**src/verilog/bus_pkg.sv**
```systemverilog
package bus_pkg;

    // cpu addresses are shifted into this window before they hit the bus
    localparam logic [31:0] MEM_BASE = 32'h3300_0000;

    // top address byte decoded by the sram
    localparam logic [7:0] MEM_REGION = 8'h33;

    // sram geometry and timing
    localparam int SRAM_WORDS = 256;
    localparam int SRAM_AW    = $clog2(SRAM_WORDS);
    localparam int SRAM_WAIT  = 2;              // strobe seen to ack
    localparam int WAIT_W     = $clog2(SRAM_WAIT + 1);

    // region / offset split of a bus address
    typedef struct packed {
        logic [7:0]  region;
        logic [23:0] offset;
    } bus_adr_s;

    // same 32 bits, seen either as one word or as region plus offset
    typedef union packed {
        logic [31:0] word;
        bus_adr_s    fields;
    } bus_adr_u;

endpackage

```
**src/verilog/cpu_pkg.sv**
```systemverilog
package cpu_pkg;

    // data and address width of the core
    localparam int XLEN = 32;

    // request unit states
    // each bus access goes idle -> wait_* -> mem/instr state -> idle
    typedef enum logic [2:0] {
        idle,
        wait_read,
        mem_read,
        wait_write,
        mem_write,
        wait_instr,
        instr_read
    } req_state_t;

endpackage
```
**src/verilog/wb_master.sv**
```systemverilog
module wb_master (
    input  logic                       clk,
    input  logic                       rst,
    // request side
    input  logic                       read_i,
    input  logic                       write_i,
    input  bus_pkg::bus_adr_u          adr_i,
    input  logic [cpu_pkg::XLEN-1:0]   wdat_i,
    output logic                       busy_o,
    output logic [cpu_pkg::XLEN-1:0]   rdat_o,
    // wishbone side
    output logic                       wb_cyc_o,
    output logic                       wb_stb_o,
    output logic                       wb_we_o,
    output bus_pkg::bus_adr_u          wb_adr_o,
    output logic [cpu_pkg::XLEN-1:0]   wb_dat_o,
    input  logic                       wb_ack_i,
    input  logic [cpu_pkg::XLEN-1:0]   wb_dat_i
);

    logic entry_valid;   // request held on the bus
    logic entry_we;
    logic start;         // strobe that finds the entry free

    assign start = (read_i | write_i) & ~entry_valid;

    // control part of the single entry
    always_ff @(posedge clk or posedge rst) begin
        if (rst) begin
            entry_valid <= 1'b0;
            entry_we    <= 1'b0;
        end else if (start) begin
            entry_valid <= 1'b1;
            entry_we    <= write_i;   // write wins if both show up
        end else if (entry_valid && wb_ack_i) begin
            entry_valid <= 1'b0;
            entry_we    <= 1'b0;
        end
    end

    // address and write data of the entry
    always_ff @(posedge clk or posedge rst) begin
        if (rst) begin
            wb_adr_o <= '0;
            wb_dat_o <= '0;
        end else if (start) begin
            wb_adr_o.word <= adr_i.word;
            wb_dat_o      <= wdat_i;
        end
    end

    // read word stays put until the next read completes
    always_ff @(posedge clk or posedge rst) begin
        if (rst) begin
            rdat_o <= '0;
        end else if (entry_valid && wb_ack_i && !entry_we) begin
            rdat_o <= wb_dat_i;
        end
    end

    // classic single master, cyc and stb move together
    assign wb_cyc_o = entry_valid;
    assign wb_stb_o = entry_valid;
    assign wb_we_o  = entry_we;

    // busy covers the whole bus cycle
    assign busy_o = entry_valid;

endmodule

```
**config.mk**
```make
export PLATFORM = sky130hd
export DESIGN_NAME = wb_master
export DESIGN_NICKNAME = d
export VERILOG_FILES = /design/src/verilog/bus_pkg.sv /design/src/verilog/cpu_pkg.sv /design/src/verilog/wb_master.sv
export SDC_FILE = /design/constraint.sdc
export NUM_CORES = 1
export LEC_CHECK = 0
export BUFFER_PORTS_ARGS = -buffer_cell sky130_fd_sc_hd__buf_2
export CAP_MARGIN = 20
export CORE_ASPECT_RATIO = 0.9
export CORE_MARGIN = 3
export CORE_UTILIZATION = 48
export CTS_BUF_LIST = sky130_fd_sc_hd__clkbuf_16
export DETAILED_ROUTE_END_ITERATION = 16
export PLACE_DENSITY = 0.79
export SLEW_MARGIN = 20
export SYNTH_ARGS = -nofsm -noshare
export SYNTH_HDL_FRONTEND = slang
export SYNTH_SLANG_ARGS = --single-unit
```
**constraint.sdc**
```tcl
create_clock -name clk -period 8.3 [get_ports clk]
set_input_delay 2.075 -clock clk [delete_from_list [all_inputs] [get_ports clk]]
set_output_delay 2.075 -clock clk [all_outputs]
set_load 0.005 [all_outputs]
```
### Yosys cells after proc, flatten, opt, wreduce, memory -nomap -nowiden

Cells that the tools add are included.
W data, S select, Z words.

* flip-flop bits (word level): 98
* input bits: 101
* output and inout bits: 100
* word-level logic and storage cells: 15

* mux-type cells: 3
* bitwise operators: 3
* reductions and logical operators: 4

Operator list (number)
* $mux W1: 3
* $logic_and A1 B1 Y1: 2
* $reduce_bool A2 Y1: 1
* $and A1 B1 Y1: 1
* $logic_not A1 Y1: 1
* $not A1 Y1: 1
* $or A1 B1 Y1: 1

### Longest topological paths before layout

Gate-level depths: netlist (run 1).

* word-level depth: 3
* mapped depth: 4
* gate-level depth less buffers: 3

### Worst setup path after synthesis (run 1)

OpenSTA, ideal clock, no wires.

* kind: input-to-reg
* start: in write_i
* end: reg wb_adr_o[0] (netlist name)
* library setup time: 0.125 ns
* arrival: 2.801 ns
* required time: 8.175 ns
* path slack: 5.374 ns
* stages on the path: 4
* path buffers: 2
* cell sequence: o21bai_4 buf_12 buf_12 mux2_4

* longest elaborated chain between the ends: 2

RTL lines
* start, declared: RTL line wb_master.sv:6 `input logic write_i,`
* $or A1 B1 Y1: RTL line wb_master.sv:25 `assign start = (read_i | write_i) & ~entry_valid;`
* $and A1 B1 Y1: RTL line wb_master.sv:25
* end, declared: RTL line wb_master.sv:15 `output bus_pkg::bus_adr_u wb_adr_o,`

No other way between the ends.
A chain may end at the register's enable or synchronous reset.

### Final worst setup path (run 1)

* start: in write_i
* end: reg wb_dat_o[0] (netlist name)

* longest elaborated chain between the ends: 2

RTL lines
* $or A1 B1 Y1: RTL line wb_master.sv:25
* $and A1 B1 Y1: RTL line wb_master.sv:25
* end signal, assigned: RTL line wb_master.sv:48 `wb_dat_o <= wdat_i;`
* end, declared: RTL line wb_master.sv:16 `output logic [cpu_pkg::XLEN-1:0] wb_dat_o,`

No other way between the ends.

==> results of run 1 <==
## stage by stage
stage                     area, sq um  power [mW]  setup slack, ns    util
after global routing             5280       1.526            4.829  0.6763
after global placement           4960       1.009            4.558  0.6353
after floorplan                  4010      0.8637            3.663       -
after detailed placement         4960       1.024            4.515  0.6353
after CTS                        5280       1.469            4.866  0.6763
final                            5280       1.448            4.856  0.6763
## layer usage
layer / wire length, um / GRT usage / part of all wire
met4: 138 / 0.06339 / 0.016
met2: 4621 / 0.3187 / 0.53
met1: 3291 / 0.2089 / 0.38
met3: 641 / 0.05422 / 0.074
met5: 0 / 0 / 0
## cell families (layout without fill, tap and decap cells)
| logic type | Yosys count | in the layout | synth area share |
|---|---|---|---|
| AOI/OAI and AO/OA | 4 | 4 | 0.008738 |
| DFF | 98 | 98 | 0.6115 |
| muxes | 96 | 96 | 0.3257 |
| buffers and inverters | 14 | 220 | 0.04898 |
| and+or+nand+nor | 3 | 3 | 0.004990 |
## Yosys cell counts (all sizes together)
cell type / instances
dfrtp: 98
mux2: 96
buf: 12
a21oi: 2
inv: 2
nand2: 1
nand3b: 1
nor3: 1
o21bai: 1
o22ai: 1
## area by class of cell
class	instances	area share
Sequential cell	98	0.4645
Tap cell	96	0.02275
Clock buffer	9	0.04265
Timing Repair Buffer	202	0.1924
Multi-Input combinational cell	103	0.2578
Clock inverter	7	0.01801
Inverter	2	0.001896
## power breakdown
part	total (mW)	switching, mW	internal [mW]
clock network	0.437	0.172	0.264
logic	0.361	0.132	0.229
registers	0.651	0.0594	0.591
## sequential cells by signal, summed over array words and instances, names as in the netlist
| name | cells |
|---|---|
| busy_o | 1 |
| rdat_o | 32 |
| wb_adr_o | 32 |
| wb_dat_o | 32 |
| wb_we_o | 1 |
## path summary, 6_finish.rpt
path	from	endpoint	depth (start not counted)
worst max register to register	busy_o	wb_dat_o[0]	3
worst max-delay path	write_i	wb_dat_o[0]	4
worst min-delay path	rdat_o[16]	rdat_o[16]	1
min in group asynchronous	rst	rdat_o[11]	2
max in group asynchronous	rst	rdat_o[22]	3
worst min register to register	rdat_o[16]	rdat_o[16]	1
## critical path, delay by kind of cell
family                 cells  cell delay (ns)
multiplexers               1             0.42
AO/OA/AOI/OAI              1             0.13
buffers and inverters      2             0.95
==> results.txt, run 1 <==
clock buffer depth - 2
Critical Setup Path Class - input port to flop
Starting Density - 0.5136
Unique masters post-synth - 13
clk slew on worst S/H paths - 0.07 ns
Setup Skew - 0.006645 ns
unrepaired setup endpoints after global routing - no
DRC - 0
part of the cycle the worst path needs - 0.4149
Finish-stage setup viols - 0
first-pass iteration count of the detailed router - 4
final hold viol count - 0
Register Area - 2452 sq um
first-pass GRT wire length - 13.35 mm
CP Max Fanout - 64
Via density - 4.828
critical path launch point type - input port
Die X - 102.3 um
commonest non-fill, non-tap cell in the layout - buf_2
Mapped Cells - 215
die height - 92.71 um
area grow syn2layout - 31.67%
GRT Util Overall - 0.1817
setup tns final - 0 ns
grt ovf - 0
clk_lat worst skew - 0.33 ns
VDD IR-drop max - 0.1367 mV
initial antenna violation count - 0
part of the Yosys area used for sequential elements - 0.6115
ranking of synthesized cells by area - dfrtp_1, mux2_4, mux2_2
flop-to-flop setup slack - 6.19 ns
Final Max Tran Viols - 0
slowest CP cell - buf_4
Slew HR - 0.2463
Synth area leader - dfrtp_1
Avg WL per Cell - 16.81 um
CP peak stage delay - 0.82 ns
CTS root buffer - clkbuf_16
CP Data Required Time - 8.51 ns
clk sink count - 98
FILL cells - 595
number of cell rows - 30
commonest non-fill, non-tap cells in the layout - buf_2, dfrtp_1, mux2_4
synthesized area - 4010 sq um
pwr/cell area - 274.2 nW/um^2
yosys warns - 0
dpl hpwl - 6.435 mm
setup repair bufs after CTS - 0
CTS Buf Count - 9
htree depth - 3
critical path capture point type - flop
cts repair resizes - 0
routability cong. - 0.7495
Non-Filler Instances - 517
Iter 0 DRT Violations - 30
vias in the first global route - 2673
fin crit period - 3.444 ns
largest net degree at the start of global routing - 65
multi-input logic area - 1361 sq um
Critical Path, Cell by Cell - buf_2 -> o21bai_4 -> buf_4 -> mux2_2
LEAKAGE - 2.812 nW
hold crit path type - flop to flop
n_diodes - 0
CORE AREA - 7807 sq um
share of layout cells above drive strength 1 - 0.7482
die area - 9488 sq um
Synth Register Bits - 98
Max-Cap Viols - 0
Final ANT Viol Nets - 0
IO Count - 201
Port Buffers - 200
WHS - 0.5006 ns
measured slew at the worst slew-check pin - 1.131 ns
post-synth top area share - 0.6115
max frequency - 0.2904 GHz
final net count - 517
net count after synthesis - 316
mean post-synth cell area - 18.65 sq um
CTS Hold Bufs - 0
Placed Cells incl. Taps - 501
status - finished clean
CTS tree - done
crit path DAT - 3.65 ns
Vias - 2496
final wirelength - 8.693 mm
Note: power is estimated with default switching activity, not from simulation.
==> inputs of run 2 (changes only) <==
Settings changed: CORE_UTILIZATION 48 to 41, PLACE_DENSITY 0.79 to 0.72.
Clock period 8.3 ns to 3.11 ns, I/O delays scaled along.
==> run 2 against run 1 <==
Net effect:
- critical endpoint is now wb_dat_o[1]
- critical path type unchanged
- hold slack worse by 0.027 ns
- via count is 0.56% lower
- flip-flop and latch count unchanged
- core utilization fell by 10 points
- combinational power rose to 2.7 times the previous value
==> results.txt, run 2 (synthesis results as in run 1) <==
Final Max Tran Viols - 0
n_diodes - 0
pwr/cell area - 702.0 nW/um^2
Finish-stage setup viols - 0
final net count - 521
vias in the first global route - 2528
setup tns final - 0 ns
Slew HR - 0.4465
CP peak stage delay - 0.50 ns
die height - 99.82 um
setup repair bufs after CTS - 0
die area - 11000 sq um
critical path launch point type - input port
Critical Setup Path Class - input port to flop
crit path DAT - 2.04 ns
final hold viol count - 0
htree depth - 3
routability cong. - 0.7104
DRC - 0
Final ANT Viol Nets - 0
IO Count - 201
GRT Util Overall - 0.1486
setup ws final - 1.276 ns
Register Area - 2452 sq um
Avg WL per Cell - 15.48 um
worst reg2reg path depth - 2
CTS tree - done
slowest CP cell - o21bai_4
Port Buffers - 200
grt ovf - 0
cts repair resizes - 0
dpl hpwl - 6.482 mm
Vias - 2482
Die X - 110.2 um
LEAKAGE - 2.821 nW
pre-CTS WS - 0.9248 ns
Iter 0 DRT Violations - 74
unrepaired setup endpoints after global routing - no
Via density - 4.546
commonest non-fill, non-tap cell in the layout - buf_2
clk sink count - 98
clk_lat worst skew - 0.32 ns
Starting Density - 0.4297
number of cell rows - 33
CTS Buf Count - 9
Critical Path, Cell by Cell - buf_2 -> o21bai_4 -> buf_12 -> mux2_2
Top Registers - rdat_o x32, wb_adr_o x32, wb_dat_o x32
status - finished clean
commonest non-fill, non-tap cells in the layout - buf_2, dfrtp_1, mux2_4
part of the cycle the worst path needs - 0.5898
final instance area - 5348 sq um
Non-Filler Instances - 546
first-pass iteration count of the detailed router - 4
first-pass GRT wire length - 12.67 mm
clock buffer depth - 2
critical path capture point type - flop
largest net degree at the start of global routing - 50
hold crit path type - input port to asynchronous set/reset pin
CTS root buffer - clkbuf_16
share of layout cells above drive strength 1 - 0.7500
clk slew on worst S/H paths - 0.06 ns
initial antenna violation count - 0
CTS Hold Bufs - 0
multi-input logic area - 1361 sq um
VDD IR-drop max - 0.3420 mV
CP Data Required Time - 3.32 ns
CP Max Fanout - 21
Max-Cap Viols - 0
area grow syn2layout - 33.35%
Setup Skew - 0.007088 ns
Area after DPL - 5061 sq um
final wirelength - 8.451 mm
fin crit period - 1.834 ns
measured slew at the worst slew-check pin - 0.8258 ns
CORE AREA - 9331 sq um
Placed Cells incl. Taps - 531
max frequency - 0.5452 GHz
FILL cells - 798
==> run 2: cell types whose count changed in the layout (fill, tap and decap cells not counted) <==
cell,before,now
inv_8,1,0
bufinv_16,2,1
buf_12,0,3
buf_4,2,3
inv_4,1,0
clkinvlp_4,1,3
==> run 2: final timing paths <==
path	from	to	slack, ns
worst max-delay path	write_i	wb_dat_o[1]	1.28
worst min-delay path	rst	wb_adr_o[2]	0.47
worst max register to register	wb_we_o	rdat_o[21]	1.30
worst min register to register	rdat_o[26]	rdat_o[26]	0.50
max in group asynchronous	rst	wb_dat_o[28]	1.91
min in group clk	rdat_o[26]	rdat_o[26]	0.50
==> run 2: metrics by stage <==
stage | hold slack (ns) | util | total power [mW]
detailed placement | 0.4870 | 0.5424 | 2.745
CTS | 0.4835 | 0.5731 | 3.817
finish | 0.4740 | 0.5731 | 3.754
floorplan | 0.5041 | - | 2.305
global placement | 0.4812 | 0.5424 | 2.708
global route | 0.4998 | 0.5731 | 3.972
==> run 2: worst max-delay path, delay by kind of cell <==
kind                   cells  cell delay [ns]
buffers and inverters      2             0.41
multiplexers               1             0.35
AO/OA/AOI/OAI              1             0.50
==> run 2: where the power goes <==
| group | internal (mW) | leakage (nW) | switching [mW] | total (mW) |
|---|---|---|---|---|
| sequential | 1.58 | 1.15 | 0.162 | 1.74 |
| clock | 0.614 | 0.140 | 0.435 | 1.05 |
| combinational | 0.619 | 1.54 | 0.345 | 0.964 |
==> run 2: final cells by class <==
class,instances,area share
timing repair buffer,206,0.2026
clock inverter,6,0.01146
multi-input combinational,103,0.2546
clock buffer,9,0.04212
tap,122,0.02854
inverter,2,0.002106
sequential,98,0.4586
==> run 2: layer usage <==
metal	vias up	GRT usage	wire length, um
met5	-	0	0
met4	0	0.04451	70
met3	6	0.05016	826
met2	125	0.2383	4042
met1	1193	0.1916	3512
li1	1158	-	-
==> inputs of run 3 (changes only) <==
Settings changed: ABC_AREA from default to 1, CORE_UTILIZATION 41 to 46, PLACE_DENSITY 0.72 to 0.77.
Clock period 3.11 ns to 1.9 ns, I/O delays scaled along.
==> run 3 against run 2 <==
Net effect:
- wire length increased by 23%
- synthesized cell count increased by 100%
- count of clock-buffer cells in the layout unchanged
- register-to-register slack got worse by 0.79 ns
- power increased by 110%
- sequential power increased by 94%
- design area about the same
- highest routed layer unchanged
==> results.txt, run 3 <==
initial antenna violation count - 0
Avg WL per Cell - 14.03 um
max frequency - 0.7155 GHz
pre-CTS WS - 0.4760 ns
Synth Register Bits - 98
crit path DAT - 0.92 ns
cts repair resizes - 0
Iter 0 DRT Violations - 216
Finish-stage setup viols - 0
Post-synth EDFFs - 0
Unique masters post-synth - 11
synthesized area - 3995 sq um
net count after synthesis - 536
CORE AREA - 8262 sq um
setup repair bufs after CTS - 0
vias in the first global route - 3384
commonest non-fill, non-tap cell in the layout - buf_2
number of cell rows - 31
area grow syn2layout - 33.79%
FILL cells - 716
share of layout cells above drive strength 1 - 0.3664
top-count cell post-synth - nand2_1
final wirelength - 10.39 mm
CTS tree - done
die height - 94.41 um
final hold viol count - 0
critical path capture point type - output pin
Mapped Cells - 435
part of the cycle the worst path needs - 0.7356
Setup Skew - 0.006363 ns
commonest non-fill, non-tap cells in the layout - buf_2, nand2_1, nand3_1
Starting Density - 0.4836
Top Registers - rdat_o x32, wb_adr_o x32, wb_dat_o x32
htree depth - 3
synth cell count leaders - nand2_1, nand3_1, dfrtp_1
n_diodes - 0
WHS - 0.2134 ns
CP Max Fanout - 6
yosys warns - 0
ys flop type - dfrtp_1
crit path from - busy_o
status - finished clean
crit path buf inv count - 1
hold crit path type - input port to asynchronous set/reset pin
setup tns final - 0 ns
mean post-synth cell area - 9.184 sq um
Async S/R FF share, synth - 1.000
unrepaired setup endpoints after global routing - no
post-synth top area share - 0.6138
IO Count - 201
critical path launch point type - flop
CTS Hold Bufs - 0
fin crit period - 1.398 ns
VDD IR-drop max - 0.7178 mV
largest net degree at the start of global routing - 67
dpl hpwl - 7.348 mm
Max-Cap Viols - 0
grt ovf - 0
Max Used Layer - met4
Vias - 3658
ranking of synthesized cells by area - dfrtp_1, nand3_1, nand2_1
total power - 7.742 mW
final net count - 722
routability cong. - 0.7646
Via density - 4.943
measured slew at the worst slew-check pin - 0.5924 ns
first-pass iteration count of the detailed router - 4
Critical Path, Cell by Cell - buf_2
Final ANT Viol Nets - 0
CTS Buf Count - 9
setup ws final - 0.5024 ns
die area - 9841 sq um
first-pass GRT wire length - 16.60 mm
DR WL met2 - 5.287 mm
clock buffer depth - 2
CP Data Required Time - 1.42 ns
clk_lat worst skew - 0.33 ns
CP peak stage delay - 0.44 ns
part of the Yosys area used for sequential elements - 0.6138
DRC - 0
Critical Setup Path Class - flop to output pin
Port Buffers - 200
Final Max Tran Viols - 0
slowest CP cell - dfrtp_1
Metal-1 WL - 4.268 mm
Slew HR - 0.6051
Reg-to-Reg Start - busy_o
LEAKAGE - 3.119 nW
pwr/cell area - 1449 nW/um^2
Synth area leader - dfrtp_1
crit-path leading delay family - flip-flops
CTS root buffer - clkbuf_16
clk sink count - 98
GRT Util Overall - 0.2085
clk slew on worst S/H paths - 0.07 ns
DR WL met3 - 578 um
Die X - 104.2 um
[run 3: changes by cell type after synthesis, moves of 2 or more]
cell	before	now
nand3_1	0	130
nand2_2	0	3
mux2_2	36	0
a21oi_1	2	0
buf_2	0	18
buf_4	2	13
inv_1	2	4
nand2_1	1	162
buf_12	7	0
mux2_4	60	0
[run 3: logic make-up (layout without fill, tap and decap cells)]
group,Yosys count,count (layout),share of synthesized area
simple gates,296,296,0.3213
buf+inv,40,230,0.06295
compound gates,1,1,0.001880
flops,98,98,0.6138
[run 3: area by class of cell]
cell class,count,area [sq um],area share
Clock buffer,9,225.2,0.04213
Clock inverter,6,83.83,0.01568
Timing Repair Buffer,210,1126,0.2107
Tap cell,115,143.9,0.02692
Inverter,5,22.52,0.004213
Multi-Input combinational cell,297,1291,0.2416
Sequential cell,98,2452,0.4588
[run 3: power by group]
group	switching [mW]	internal (mW)
Clock	0.726	1.14
Combinational	1.36	1.15
Sequential	0.450	2.92
[run 3: worst paths after layout]
| path | endpoint | slack (ns) | depth (start not counted) |
|---|---|---|---|
| setup / recovery | wb_cyc_o | 0.50 | 1 |
| hold / removal | wb_adr_o[31] | 0.21 | 3 |
| setup reg to reg | wb_dat_o[10] | 0.51 | 6 |
| hold reg to reg | rdat_o[0] | 0.48 | 2 |
| max in group asynchronous | wb_dat_o[21] | 1.13 | 3 |
| min in group clk | rdat_o[15] | 0.34 | 3 |
[run 3: per-stage QoR]
stage	cells	util	instance area (sq um)
after detailed placement	725	0.6096	5036
after global routing	740	0.6470	5345
after global placement	725	0.6096	5036
final	740	0.6470	5345
after CTS	740	0.6470	5345
after floorplan	435	-	3999
[run 3: per-layer routing]
layer / track usage / vias up
met4: 0.07863 / 0
li1: - / 1784
met1: 0.2767 / 1732
met3: 0.04033 / 20
met2: 0.3452 / 122
met5: 0 / -
