**src/verilog/bus_pkg.sv**
```systemverilog
package bus_pkg;

    // cpu addresses are shifted into this window before they hit the bus
    localparam logic [31:0] MEM_BASE = 32'h3300_0000;

    // top address byte decoded by the sram
    localparam logic [7:0] MEM_REGION = 8'h33;

    // sram geometry and timing
    localparam int SRAM_WORDS = 256;
    localparam int SRAM_AW    = $clog2(SRAM_WORDS);
    localparam int SRAM_WAIT  = 2;              // strobe seen to ack
    localparam int WAIT_W     = $clog2(SRAM_WAIT + 1);

    // region / offset split of a bus address
    typedef struct packed {
        logic [7:0]  region;
        logic [23:0] offset;
    } bus_adr_s;

    // same 32 bits, seen either as one word or as region plus offset
    typedef union packed {
        logic [31:0] word;
        bus_adr_s    fields;
    } bus_adr_u;

endpackage

```
**src/verilog/cpu_pkg.sv**
```systemverilog
package cpu_pkg;

    // data and address width of the core
    localparam int XLEN = 32;

    // request unit states
    // each bus access goes idle -> wait_* -> mem/instr state -> idle
    typedef enum logic [2:0] {
        idle,
        wait_read,
        mem_read,
        wait_write,
        mem_write,
        wait_instr,
        instr_read
    } req_state_t;

endpackage
```
**src/verilog/request_unit.sv**
```systemverilog
module request_unit (
    input  logic                       clk,
    input  logic                       rst,
    input  logic                       en_i,
    input  logic                       memread_i,
    input  logic                       memwrite_i,
    input  logic                       i_request_i,
    input  logic [cpu_pkg::XLEN-1:0]   data_to_write_i,
    input  logic [cpu_pkg::XLEN-1:0]   instruction_address_i,  // pc
    input  logic [cpu_pkg::XLEN-1:0]   data_address_i,         // alu result
    input  logic                       busy_i,
    input  logic [cpu_pkg::XLEN-1:0]   rdat_i,
    output logic                       read_o,
    output logic                       write_o,
    output bus_pkg::bus_adr_u          adr_o,
    output logic [cpu_pkg::XLEN-1:0]   wdat_o,
    output logic [cpu_pkg::XLEN-1:0]   instruction_o,
    output logic [cpu_pkg::XLEN-1:0]   data_read_o,
    output logic                       i_hit_o,
    output logic                       d_hit_o
);

    cpu_pkg::req_state_t state, next_state;

    logic                     next_read;
    logic                     next_write;
    bus_pkg::bus_adr_u        next_adr;
    logic [cpu_pkg::XLEN-1:0] next_wdat;
    logic [cpu_pkg::XLEN-1:0] next_instruction;
    logic [cpu_pkg::XLEN-1:0] next_data_read;
    logic                     next_i_hit;
    logic                     next_d_hit;
    logic                     prev_busy;     // busy_i one cycle ago
    logic                     hit_pending;   // hit pulse still out to the cpu

    // the cpu updates its request lines during a hit cycle,
    // so nothing new is taken until the pulse is gone
    assign hit_pending = d_hit_o | i_hit_o;

    always_ff @(posedge clk or posedge rst) begin
        if (rst) begin
            state         <= cpu_pkg::idle;
            read_o        <= 1'b0;
            write_o       <= 1'b0;
            adr_o         <= '0;
            wdat_o        <= '0;
            instruction_o <= '0;
            data_read_o   <= '0;
            i_hit_o       <= 1'b0;
            d_hit_o       <= 1'b0;
            prev_busy     <= 1'b0;
        end else if (en_i) begin   // stall holds everything
            state         <= next_state;
            read_o        <= next_read;
            write_o       <= next_write;
            adr_o         <= next_adr;
            wdat_o        <= next_wdat;
            instruction_o <= next_instruction;
            data_read_o   <= next_data_read;
            i_hit_o       <= next_i_hit;
            d_hit_o       <= next_d_hit;
            prev_busy     <= busy_i;
        end
    end

    always_comb begin
        next_state       = state;
        next_read        = 1'b0;    // strobes are single cycle
        next_write       = 1'b0;
        next_adr         = adr_o;
        next_wdat        = wdat_o;
        next_instruction = instruction_o;
        next_data_read   = data_read_o;
        next_i_hit       = 1'b0;
        next_d_hit       = 1'b0;

        case (state)
            cpu_pkg::idle: begin
                // write beats read beats fetch
                if (memwrite_i && !hit_pending) begin
                    next_state    = cpu_pkg::wait_write;
                    next_write    = 1'b1;
                    next_adr.word = data_address_i + bus_pkg::MEM_BASE;
                    next_wdat     = data_to_write_i;
                end else if (memread_i && !hit_pending) begin
                    next_state    = cpu_pkg::wait_read;
                    next_read     = 1'b1;
                    next_adr.word = data_address_i + bus_pkg::MEM_BASE;
                    next_wdat     = '0;
                end else if (i_request_i && !hit_pending) begin
                    next_state    = cpu_pkg::wait_instr;
                    next_read     = 1'b1;
                    next_adr.word = instruction_address_i + bus_pkg::MEM_BASE;
                    next_wdat     = '0;
                end
            end

            // one dead cycle so busy has time to rise
            cpu_pkg::wait_write: next_state = cpu_pkg::mem_write;
            cpu_pkg::wait_read:  next_state = cpu_pkg::mem_read;
            cpu_pkg::wait_instr: next_state = cpu_pkg::instr_read;

            cpu_pkg::mem_write: begin
                if (!busy_i) begin
                    next_state = cpu_pkg::idle;
                    next_d_hit = 1'b1;
                    next_adr   = '0;
                    next_wdat  = '0;
                end
            end

            cpu_pkg::mem_read: begin
                if (!busy_i) begin
                    next_state     = cpu_pkg::idle;
                    next_d_hit     = 1'b1;
                    next_data_read = rdat_i;    // master holds the word now
                    next_adr       = '0;
                end
            end

            cpu_pkg::instr_read: begin
                // only a falling busy counts as done
                if (!busy_i && prev_busy) begin
                    next_state       = cpu_pkg::idle;
                    next_i_hit       = 1'b1;
                    next_instruction = rdat_i;
                    next_adr         = '0;
                end
            end

            default: next_state = cpu_pkg::idle;
        endcase
    end

endmodule

```
**config.mk**
```make
export PLATFORM = sky130hd
export DESIGN_NAME = request_unit
export DESIGN_NICKNAME = d
export VERILOG_FILES = /design/src/verilog/bus_pkg.sv /design/src/verilog/cpu_pkg.sv /design/src/verilog/request_unit.sv
export SDC_FILE = /design/constraint.sdc
export NUM_CORES = 1
export LEC_CHECK = 0
export BUFFER_PORTS_ARGS = -buffer_cell sky130_fd_sc_hd__buf_2
export CAP_MARGIN = 25
export CORE_ASPECT_RATIO = 0.6
export CORE_MARGIN = 2
export CORE_UTILIZATION = 48
export DETAILED_ROUTE_END_ITERATION = 12
export PLACE_DENSITY = 0.8
export SYNTH_ARGS = -nofsm -noshare
export SYNTH_HDL_FRONTEND = slang
export SYNTH_SLANG_ARGS = --single-unit
export TNS_END_PERCENT = 50
```
**constraint.sdc**
```tcl
create_clock -name clk -period 6.62 [get_ports clk]
set_clock_uncertainty 0.05 [all_clocks]
set_input_delay 1.655 -clock clk [delete_from_list [all_inputs] [get_ports clk]]
set_output_delay 1.655 -clock clk [all_outputs]
set_load 0.005 [all_outputs]
```
# == Yosys cells after proc, flatten, opt, wreduce, memory -nomap -nowiden ==
# Index checks and enable logic that the tools add are counted.
# word_totals
regBits,136
input_bits,135
# classes
add_sub_neg,2
eq_ne,10
n_mux,26
bitwise,2
reduce_logical,15
# ops
operator,n
32-bit 2-to-1 mux,8
32-bit one-hot mux with 3 select lines,1
32-bit by 30-bit adder with 32-bit output (second input constant),2
32-bit one-hot mux with 2 select lines,1
3-bit one-hot mux with 6 select lines,1
3-bit 2-to-1 mux,5
1-bit 2-to-1 mux,10
3-bit == test (second input constant),3
4-bit AND reduction,2
3-bit by 2-bit == test with 1-bit output (second input constant),2
2-bit inequality test (second input constant),3
3-bit AND reduction,2
5-bit AND reduction,1
1-bit logical AND,4
4-bit inequality test (second input constant),1
3-bit by 1-bit == test with 1-bit output (second input constant),1
3-bit zero test,1
3-bit nonzero test,1
1-bit zero test,2
2-bit nonzero test,1
2-bit OR reduction,1
1-bit inverter,1
1-bit bitwise OR,1

# == Logic depth before layout (Yosys ltp) ==
# Gate-level depths: netlist of run 1.
# logic_depth
ltp_word,7
depth_mapped,6
depth_no_buf,6

# == Worst setup path before layout of run 1 ==
# OpenSTA, ideal clock, no wires.
# synth_timing
path_kind,input-to-reg
start,input port memwrite_i
end,register adr_o[0] (netlist bit)
setup_time_ns,0.125
arrival_ns,2.876
required_time_ns,6.445
setup_slack_ns,3.569
path_stages,5
path_buffers,1
path_cell_list,nor3b_2 -> o21ai_4 -> a211oi_4 -> buf_6 -> mux2_4
# synth_between
elab_chain_len,3
word_cells_on_any_way,5
classes_between,1 x eq/ne; 2 x mux; 2 x reduce/logical
# synth_rtl
element,line,rtl
"start, declared",request_unit.sv:6,"input logic memwrite_i,"
1-bit logical AND (*),request_unit.sv:80,if (memwrite_i && !hit_pending) begin
4-bit inequality test (no line) / 32-bit 2-to-1 mux (equally long branches),n/a,
5-bit AND reduction (no line) / 32-bit one-hot mux with 3 select lines (equally long branches),n/a,
"end signal, assigned",request_unit.sv:56,adr_o <= next_adr;
"end, declared",request_unit.sv:15,"output bus_pkg::bus_adr_u adr_o,"
# Every way passes the cells marked *; elsewhere a longest branch is shown, timed or not.
# A chain may end at the register's enable or synchronous reset.

# == Worst setup path after layout of run 1 ==
# layout_timing
start,input port memwrite_i
end,register adr_o[12] (netlist bit)
# The elaborated chain is that of the path after synthesis.

==> results of run 1 <==
[state kept, by name (all words and copies together) (netlist names)]
name / flops
adr_o: 32
d_hit_o: 1
data_read_o: 32
i_hit_o: 1
instruction_o: 32
prev_busy: 1
read_o: 1
state: 3
wdat_o: 32
write_o: 1
[worst reg2reg max path, cell delays in order (launching register included)]
cell and delay (ps):
dfrtp_1 440, nor2_2 120, buf_4 350, o211ai_2 290
a211oi_4 960, buf_4 460, mux2_4 350
[layer usage]
metal / track usage / share of wire / vias to the layer above
met5: 0 / 0 / -
met4: 0.0640 / 0.012 / 0
met3: 0.0700 / 0.081 / 16
met2: 0.351 / 0.45 / 208
met1: 0.319 / 0.45 / 2443
li1: - / - / 2395
[where the power goes]
group / switching, mW / total [mW] / internal (mW)
clock network: 0.391 / 0.898 / 0.506
registers: 0.204 / 1.37 / 1.17
logic: 0.706 / 1.48 / 0.770
total: 1.30 / 3.74 / 2.44
[layout make-up]
type | instances | area (sq um) | area share
clock inverters | 14 | 128 | 0.0152
repair buffers | 274 | 1390 | 0.165
clock buffers | 18 | 439 | 0.0521
well taps | 170 | 213 | 0.0253
multi-input cells | 324 | 2670 | 0.317
flip-flops and latches | 136 | 3400 | 0.404
inverters | 47 | 181 | 0.0215
[per-stage QoR]
step                       util  worst slack [ps]  instance area (sq um)
after floorplan               -              1280                   6410
after global placement    0.607              2620                   7860
after detailed placement  0.607              2580                   7860
after CTS                 0.651              3000                   8420
after global routing      0.651              2870                   8420
final                     0.651              2940                   8420
[worst max path at each step]
stage	cells past startpoint	startpoint	to
final	6	memwrite_i	adr_o[12]$_DFFE_PP0P_
after global routing	6	memwrite_i	adr_o[21]$_DFFE_PP0P_
after CTS	6	memwrite_i	adr_o[21]$_DFFE_PP0P_
after detailed placement	6	memwrite_i	adr_o[26]$_DFFE_PP0P_
after global placement	6	memwrite_i	adr_o[10]$_DFFE_PP0P_
after floorplan	1	rst	adr_o[0]$_DFFE_PP0P_
[kinds of logic (layout without fill, tap and decap cells)]
group,after synthesis,after routing,share of synthesized area
flip-flops,136,136,0.531
multiplexers,130,130,0.237
AND/OR/NAND/NOR,97,97,0.0751
AO/OA/AOI/OAI,88,88,0.0876
buffers and inverters,81,353,0.0562
XOR/XNOR,7,7,0.00956
adder cells (fa/ha/maj),2,2,0.00390
[layout by cell type (no fill, tap or decap), types with 3 or more instances in the layout]
| master | Yosys | routed |
|---|---|---|
| a21oi_1 | 28 | 27 |
| xnor2_1 | 7 | 7 |
| buf_4 | 3 | 8 |
| mux2_4 | 26 | 26 |
| o32ai_1 | 3 | 3 |
| inv_1 | 47 | 46 |
| clkbuf_16 | 0 | 17 |
| nor2_1 | 7 | 7 |
| o21ai_0 | 29 | 29 |
| nand3_1 | 27 | 27 |
| mux2i_1 | 35 | 35 |
| inv_6 | 0 | 7 |
| mux2_1 | 5 | 5 |
| a211oi_1 | 4 | 4 |
| dfrtp_1 | 136 | 136 |
| inv_8 | 0 | 3 |
| nand2_1 | 42 | 42 |
| a21boi_0 | 3 | 3 |
| mux2_2 | 64 | 64 |
| buf_2 | 12 | 266 |
| nor3_1 | 5 | 5 |
| clkinv_4 | 0 | 3 |
==> flow_metrics.env, run 1 <==
export IMPL_whs_ps=428
export IMPL_antenna_left=0
export IMPL_fp_dieW_microns=153
export IMPL_ys_warn_count=0
export IMPL_finalSetupTns_ps=0
export IMPL_status="finished, final reports clean"
export IMPL_layout_drive_gt1_share=0.506
export IMPL_leakagePower_nw=4.39
export IMPL_vias_per_cell=5.15
export IMPL_fillCellCount=1048
export IMPL_postSynthAreaPerCell_sq_um=11.9
export IMPL_hpwlAfterDp_microns=11800
export IMPL_die_h_microns=93.5
export IMPL_synth_ff_type="dfrtp_1"
export IMPL_power_total_mw=3.74
export IMPL_cts_buffers=17
export IMPL_ir_drop_v=0.000227
export IMPL_synth_net_count=678
export IMPL_slew_limit_headroom=0.292
export IMPL_synth_area_sq_mm=0.00641
export IMPL_finalSetupViolations=0
export IMPL_firstDrtPassIters=5
export IMPL_cts_hold_buf=0
export IMPL_grt_first_pass_wirelength_microns=26200
export IMPL_synth_top_area_frac=0.531
export IMPL_synthTopCellsByCount="dfrtp_1 (136), mux2_2 (64), inv_1 (47), nand2_1 (42), mux2i_1 (35)"
export IMPL_h_tree_depth=4
export IMPL_maxSlewViolCount=0
export IMPL_wl_microns=16400
export IMPL_syn_instance_count=541
export IMPL_rows=32
export IMPL_worst_setup_path_end_kind="flip-flop"
export IMPL_cp_cell_sequence="buf_2, nor3b_2, o21ai_4, a211oi_4, buf_4, mux2_4"
export IMPL_cts_clk_slew_worst_paths_ps=60
export IMPL_dieArea_sq_mm=0.0143
export IMPL_cts_root_buf="clkbuf_16"
export IMPL_max_freq_mhz=272
export IMPL_wire_per_inst_microns=16.7
export IMPL_grtUsageTotal=0.229
export IMPL_min_path_type="reg -> reg"
export IMPL_critPathTopFamily="compound AO/OA/AOI/OAI gates"
export IMPL_synth_most_common_cell="dfrtp_1"
export IMPL_grt_pass1_vias=5128
export IMPL_cts_resized=0
export IMPL_clk_insertion_delay_late_ps=400
export IMPL_clock_sinks=136
export IMPL_synthArstFlopShare=1.00
export IMPL_cts_buffer_depth=2
export IMPL_synth_top_cell_by_area="dfrtp_1"
export IMPL_rsz0062_at_grt="false"
export IMPL_drcViolationCount=0
export IMPL_critPathKind="in -> reg"
export IMPL_overflow=0
export IMPL_drv_cap=0
export IMPL_antenna_found_initial=0
export IMPL_worst_path_buf_inv=2
export IMPL_initial_utilization=0.496
export IMPL_period_needed_ps=3680
export IMPL_cpPeakStageDelay_ps=910
export IMPL_seq_area_frac_synth=0.531
export IMPL_reg2reg_to="adr_o[12]$_DFFE_PP0P_"
export IMPL_grt_max_degree=91
export IMPL_yosysUniqueCellTypes=48
export IMPL_required_ps=6840
export IMPL_r2r_start="i_hit_o$_DFFE_PP0P_"
export IMPL_whs_endpoint="write_o$_DFFE_PP0P_"
export IMPL_ys_ff_latch=136
export IMPL_core_area_sq_mm=0.0129
export IMPL_num_antenna_cells=0
export IMPL_powerDensity_mw_per_mm2=444
export IMPL_final_cells=983
export IMPL_cp_slowest_cell="a211oi_4"
export IMPL_portBuffers=266
export IMPL_drtIter0Drc=288
export IMPL_min_delay_start="write_o$_DFFE_PP0P_"
export IMPL_synth_edf_count=0
export IMPL_rrSetupSlack_ps=3480
export IMPL_cts_tree="yes"
export IMPL_synth_area_top_cells="dfrtp_1 (53%), mux2_2 (11%), mux2_4 (6.1%), mux2i_1 (5.5%), inv_1 (2.8%)"
export IMPL_arrival_ps=3900
export IMPL_rr_worst_depth=6
export IMPL_syn2layout_area_growth_pct=31.4
export IMPL_finalWeightedCongestion=0.854
export IMPL_tightest_slew_ps=1060
export IMPL_critPathMaxFanout=18
export IMPL_vias=5062
export IMPL_cp_start_kind="input port"
export IMPL_final_hold_viol_count=0
export IMPL_fin_crit_sh=0.555
export IMPL_nets=937
export IMPL_postCtsSetupRepairBufs=0
export IMPL_dp_cells=951
export IMPL_min_path_cells=1
export IMPL_ios=267
Power figures use the tool's default switching activity.
==> inputs of run 2 (changes only) <==
==> constraint.sdc (replaced) <==
create_clock -name clk -period 3.9 [get_ports clk]
set_clock_uncertainty 0.05 [all_clocks]
set_input_delay 0.975 -clock clk [delete_from_list [all_inputs] [get_ports clk]]
set_output_delay 0.975 -clock clk [all_outputs]
set_load 0.005 [all_outputs]
==> run 2 against run 1 <==
  * Worst hold slack better by 13 ps
  * Largest cell class unchanged
  * Highest routed layer unchanged
  * Setup slack worse by 1600 ps
  * Combinational power is 70% higher
==> flow_metrics.env, run 2 (synthesis gave the netlist of run 1 again) <==
export IMPL_status="finished, final reports clean"
export IMPL_worst_path_buf_inv=2
export IMPL_dieArea_sq_mm=0.0143
export IMPL_num_antenna_cells=0
export IMPL_mostFrequentLayoutCells="buf_2 (266), dfrtp_1 (136), mux2_2 (64)"
export IMPL_drcViolationCount=0
export IMPL_portBuffers=266
export IMPL_crit_start="i_hit_o$_DFFE_PP0P_"
export IMPL_hpwlAfterDp_microns=12000
export IMPL_ir_drop_v=0.000356
export IMPL_vias=5084
export IMPL_overflow=0
export IMPL_tightest_slew_ps=889
export IMPL_seq_area_sq_mm=0.00340
export IMPL_finalSetupTns_ps=0
export IMPL_initial_utilization=0.496
export IMPL_cp_common_cell="buf_4"
export IMPL_required_ps=4140
export IMPL_grt_max_degree=72
export IMPL_sequentialPowerShare=0.367
export IMPL_cp_start_kind="flip-flop"
export IMPL_wire_per_inst_microns=16.5
export IMPL_cts_tree="yes"
export IMPL_cpPeakStageDelay_ps=500
export IMPL_antenna_left=0
export IMPL_multi_input_area_sq_mm=0.00267
export IMPL_cp_slowest_cell="buf_4"
export IMPL_grt_first_pass_wirelength_microns=26100
export IMPL_leakagePower_nw=4.39
export IMPL_max_freq_mhz=396
export IMPL_core_area_sq_mm=0.0129
export IMPL_fp_dieW_microns=153
export IMPL_die_h_microns=93.5
export IMPL_finalWeightedCongestion=0.834
export IMPL_period_needed_ps=2530
export IMPL_power_switching_mw=2.21
export IMPL_ios=267
export IMPL_reg2reg_to="adr_o[7]$_DFFE_PP0P_"
export IMPL_layout_drive_gt1_share=0.508
export IMPL_postCtsSetupRepairBufs=0
export IMPL_worst_setup_path_end_kind="flip-flop"
export IMPL_grt_pass1_vias=5150
export IMPL_clockPowerShare=0.238
export IMPL_firstDrtPassIters=7
export IMPL_fillCellCount=1048
export IMPL_pwr_share_comb=0.396
export IMPL_cts_resized=0
export IMPL_nets=941
export IMPL_min_path_type="reg -> reg"
export IMPL_maxSlewViolCount=0
export IMPL_rrSetupSlack_ps=1370
export IMPL_syn2layout_area_growth_pct=31.7
export IMPL_cts_hold_buf=0
export IMPL_rows=32
export IMPL_cp_endpoint="adr_o[7]$_DFFE_PP0P_"
export IMPL_rsz0062_at_grt="false"
export IMPL_powerDensity_mw_per_mm2=752
export IMPL_fin_crit_sh=0.648
export IMPL_arrival_ps=2770
export IMPL_cp_depth=6
export IMPL_grtUsageTotal=0.229
export IMPL_clk_insertion_delay_late_ps=400
export IMPL_cts_clk_slew_worst_paths_ps=70
export IMPL_clock_sinks=136
export IMPL_r2r_start="i_hit_o$_DFFE_PP0P_"
export IMPL_drv_cap=0
export IMPL_vias_per_cell=5.15
export IMPL_finalSetupViolations=0
export IMPL_cts_buffer_depth=2
export IMPL_cp_cell_sequence="nor2_2, buf_4, o211ai_2, a211oi_4, buf_4, mux2_2"
export IMPL_drtIter0Drc=276
export IMPL_critPathTopFamily="buffers and inverters"
export IMPL_p_int_mw=4.13
export IMPL_switching_share=0.349
export IMPL_antenna_found_initial=0
export IMPL_rr_worst_depth=6
export IMPL_critPathKind="reg -> reg"
export IMPL_final_hold_viol_count=0
export IMPL_cts_buffers=17
export IMPL_critPathMaxFanout=33
export IMPL_final_core_util=0.653
export IMPL_layout_commonest_cell="buf_2"
export IMPL_h_tree_depth=4
export IMPL_cts_root_buf="clkbuf_16"
export IMPL_slew_limit_headroom=0.408
export IMPL_wl_microns=16200
-- run 2: cell types whose count changed in the layout (fill, tap and decap cells not counted), sizes merged --
cell / before / now
clkinvlp: 2 / 5
buf: 274 / 278
clkbuf: 18 / 17
clkinv: 3 / 2
inv: 56 / 55
-- run 2: area by class of cell --
cell class,instances,share of cell area
clock buffer,17,0.0504
sequential,136,0.403
timing repair buffer,278,0.168
multi-input combinational,324,0.316
clock inverter,15,0.0157
inverter,47,0.0213
tap,170,0.0252
-- run 2: worst min-delay path by stage --
stage	depth (start not counted)	start	slack, ps	endpoint
global placement	1	write_o$_DFFE_PP0P_	410	write_o$_DFFE_PP0P_
CTS	1	instruction_o[0]$_DFFE_PP0P_	440	instruction_o[0]$_DFFE_PP0P_
finish	1	instruction_o[0]$_DFFE_PP0P_	440	instruction_o[0]$_DFFE_PP0P_
floorplan	1	write_o$_DFFE_PP0P_	430	write_o$_DFFE_PP0P_
detailed placement	1	instruction_o[0]$_DFFE_PP0P_	420	instruction_o[0]$_DFFE_PP0P_
global route	1	instruction_o[0]$_DFFE_PP0P_	460	instruction_o[0]$_DFFE_PP0P_
-- run 2: power groups by stage --
stage,Combinational [mW],Sequential [mW],Clock [mW]
final,2.51,2.33,1.51
after global routing,2.74,2.40,1.62
after CTS,2.53,2.33,1.55
after detailed placement,2.54,2.33,0
after global placement,2.46,2.32,0
after floorplan,1.58,2.32,0
-- run 2: through the flow --
step	total power, mW	worst slack (ps)	instance area, sq um	hold slack (ps)	instances
finish	6.35	1370	8440	440	987
CTS	6.41	1380	8440	442	987
detailed placement	4.87	973	7890	424	955
global route	6.76	1230	8440	463	987
global placement	4.78	1020	7890	410	955
floorplan	3.91	1180	6410	427	541
-- run 2: metal layers --
metal  wire, microns  part of all wire  vias to the layer above  GRT usage
li1                -                 -                     2403          -
met1            7500              0.46                     2464      0.318
met2            7310              0.45                      199      0.347
met3            1220             0.075                       18     0.0677
met4             202             0.012                        0     0.0733
met5               0                 0                        -          0
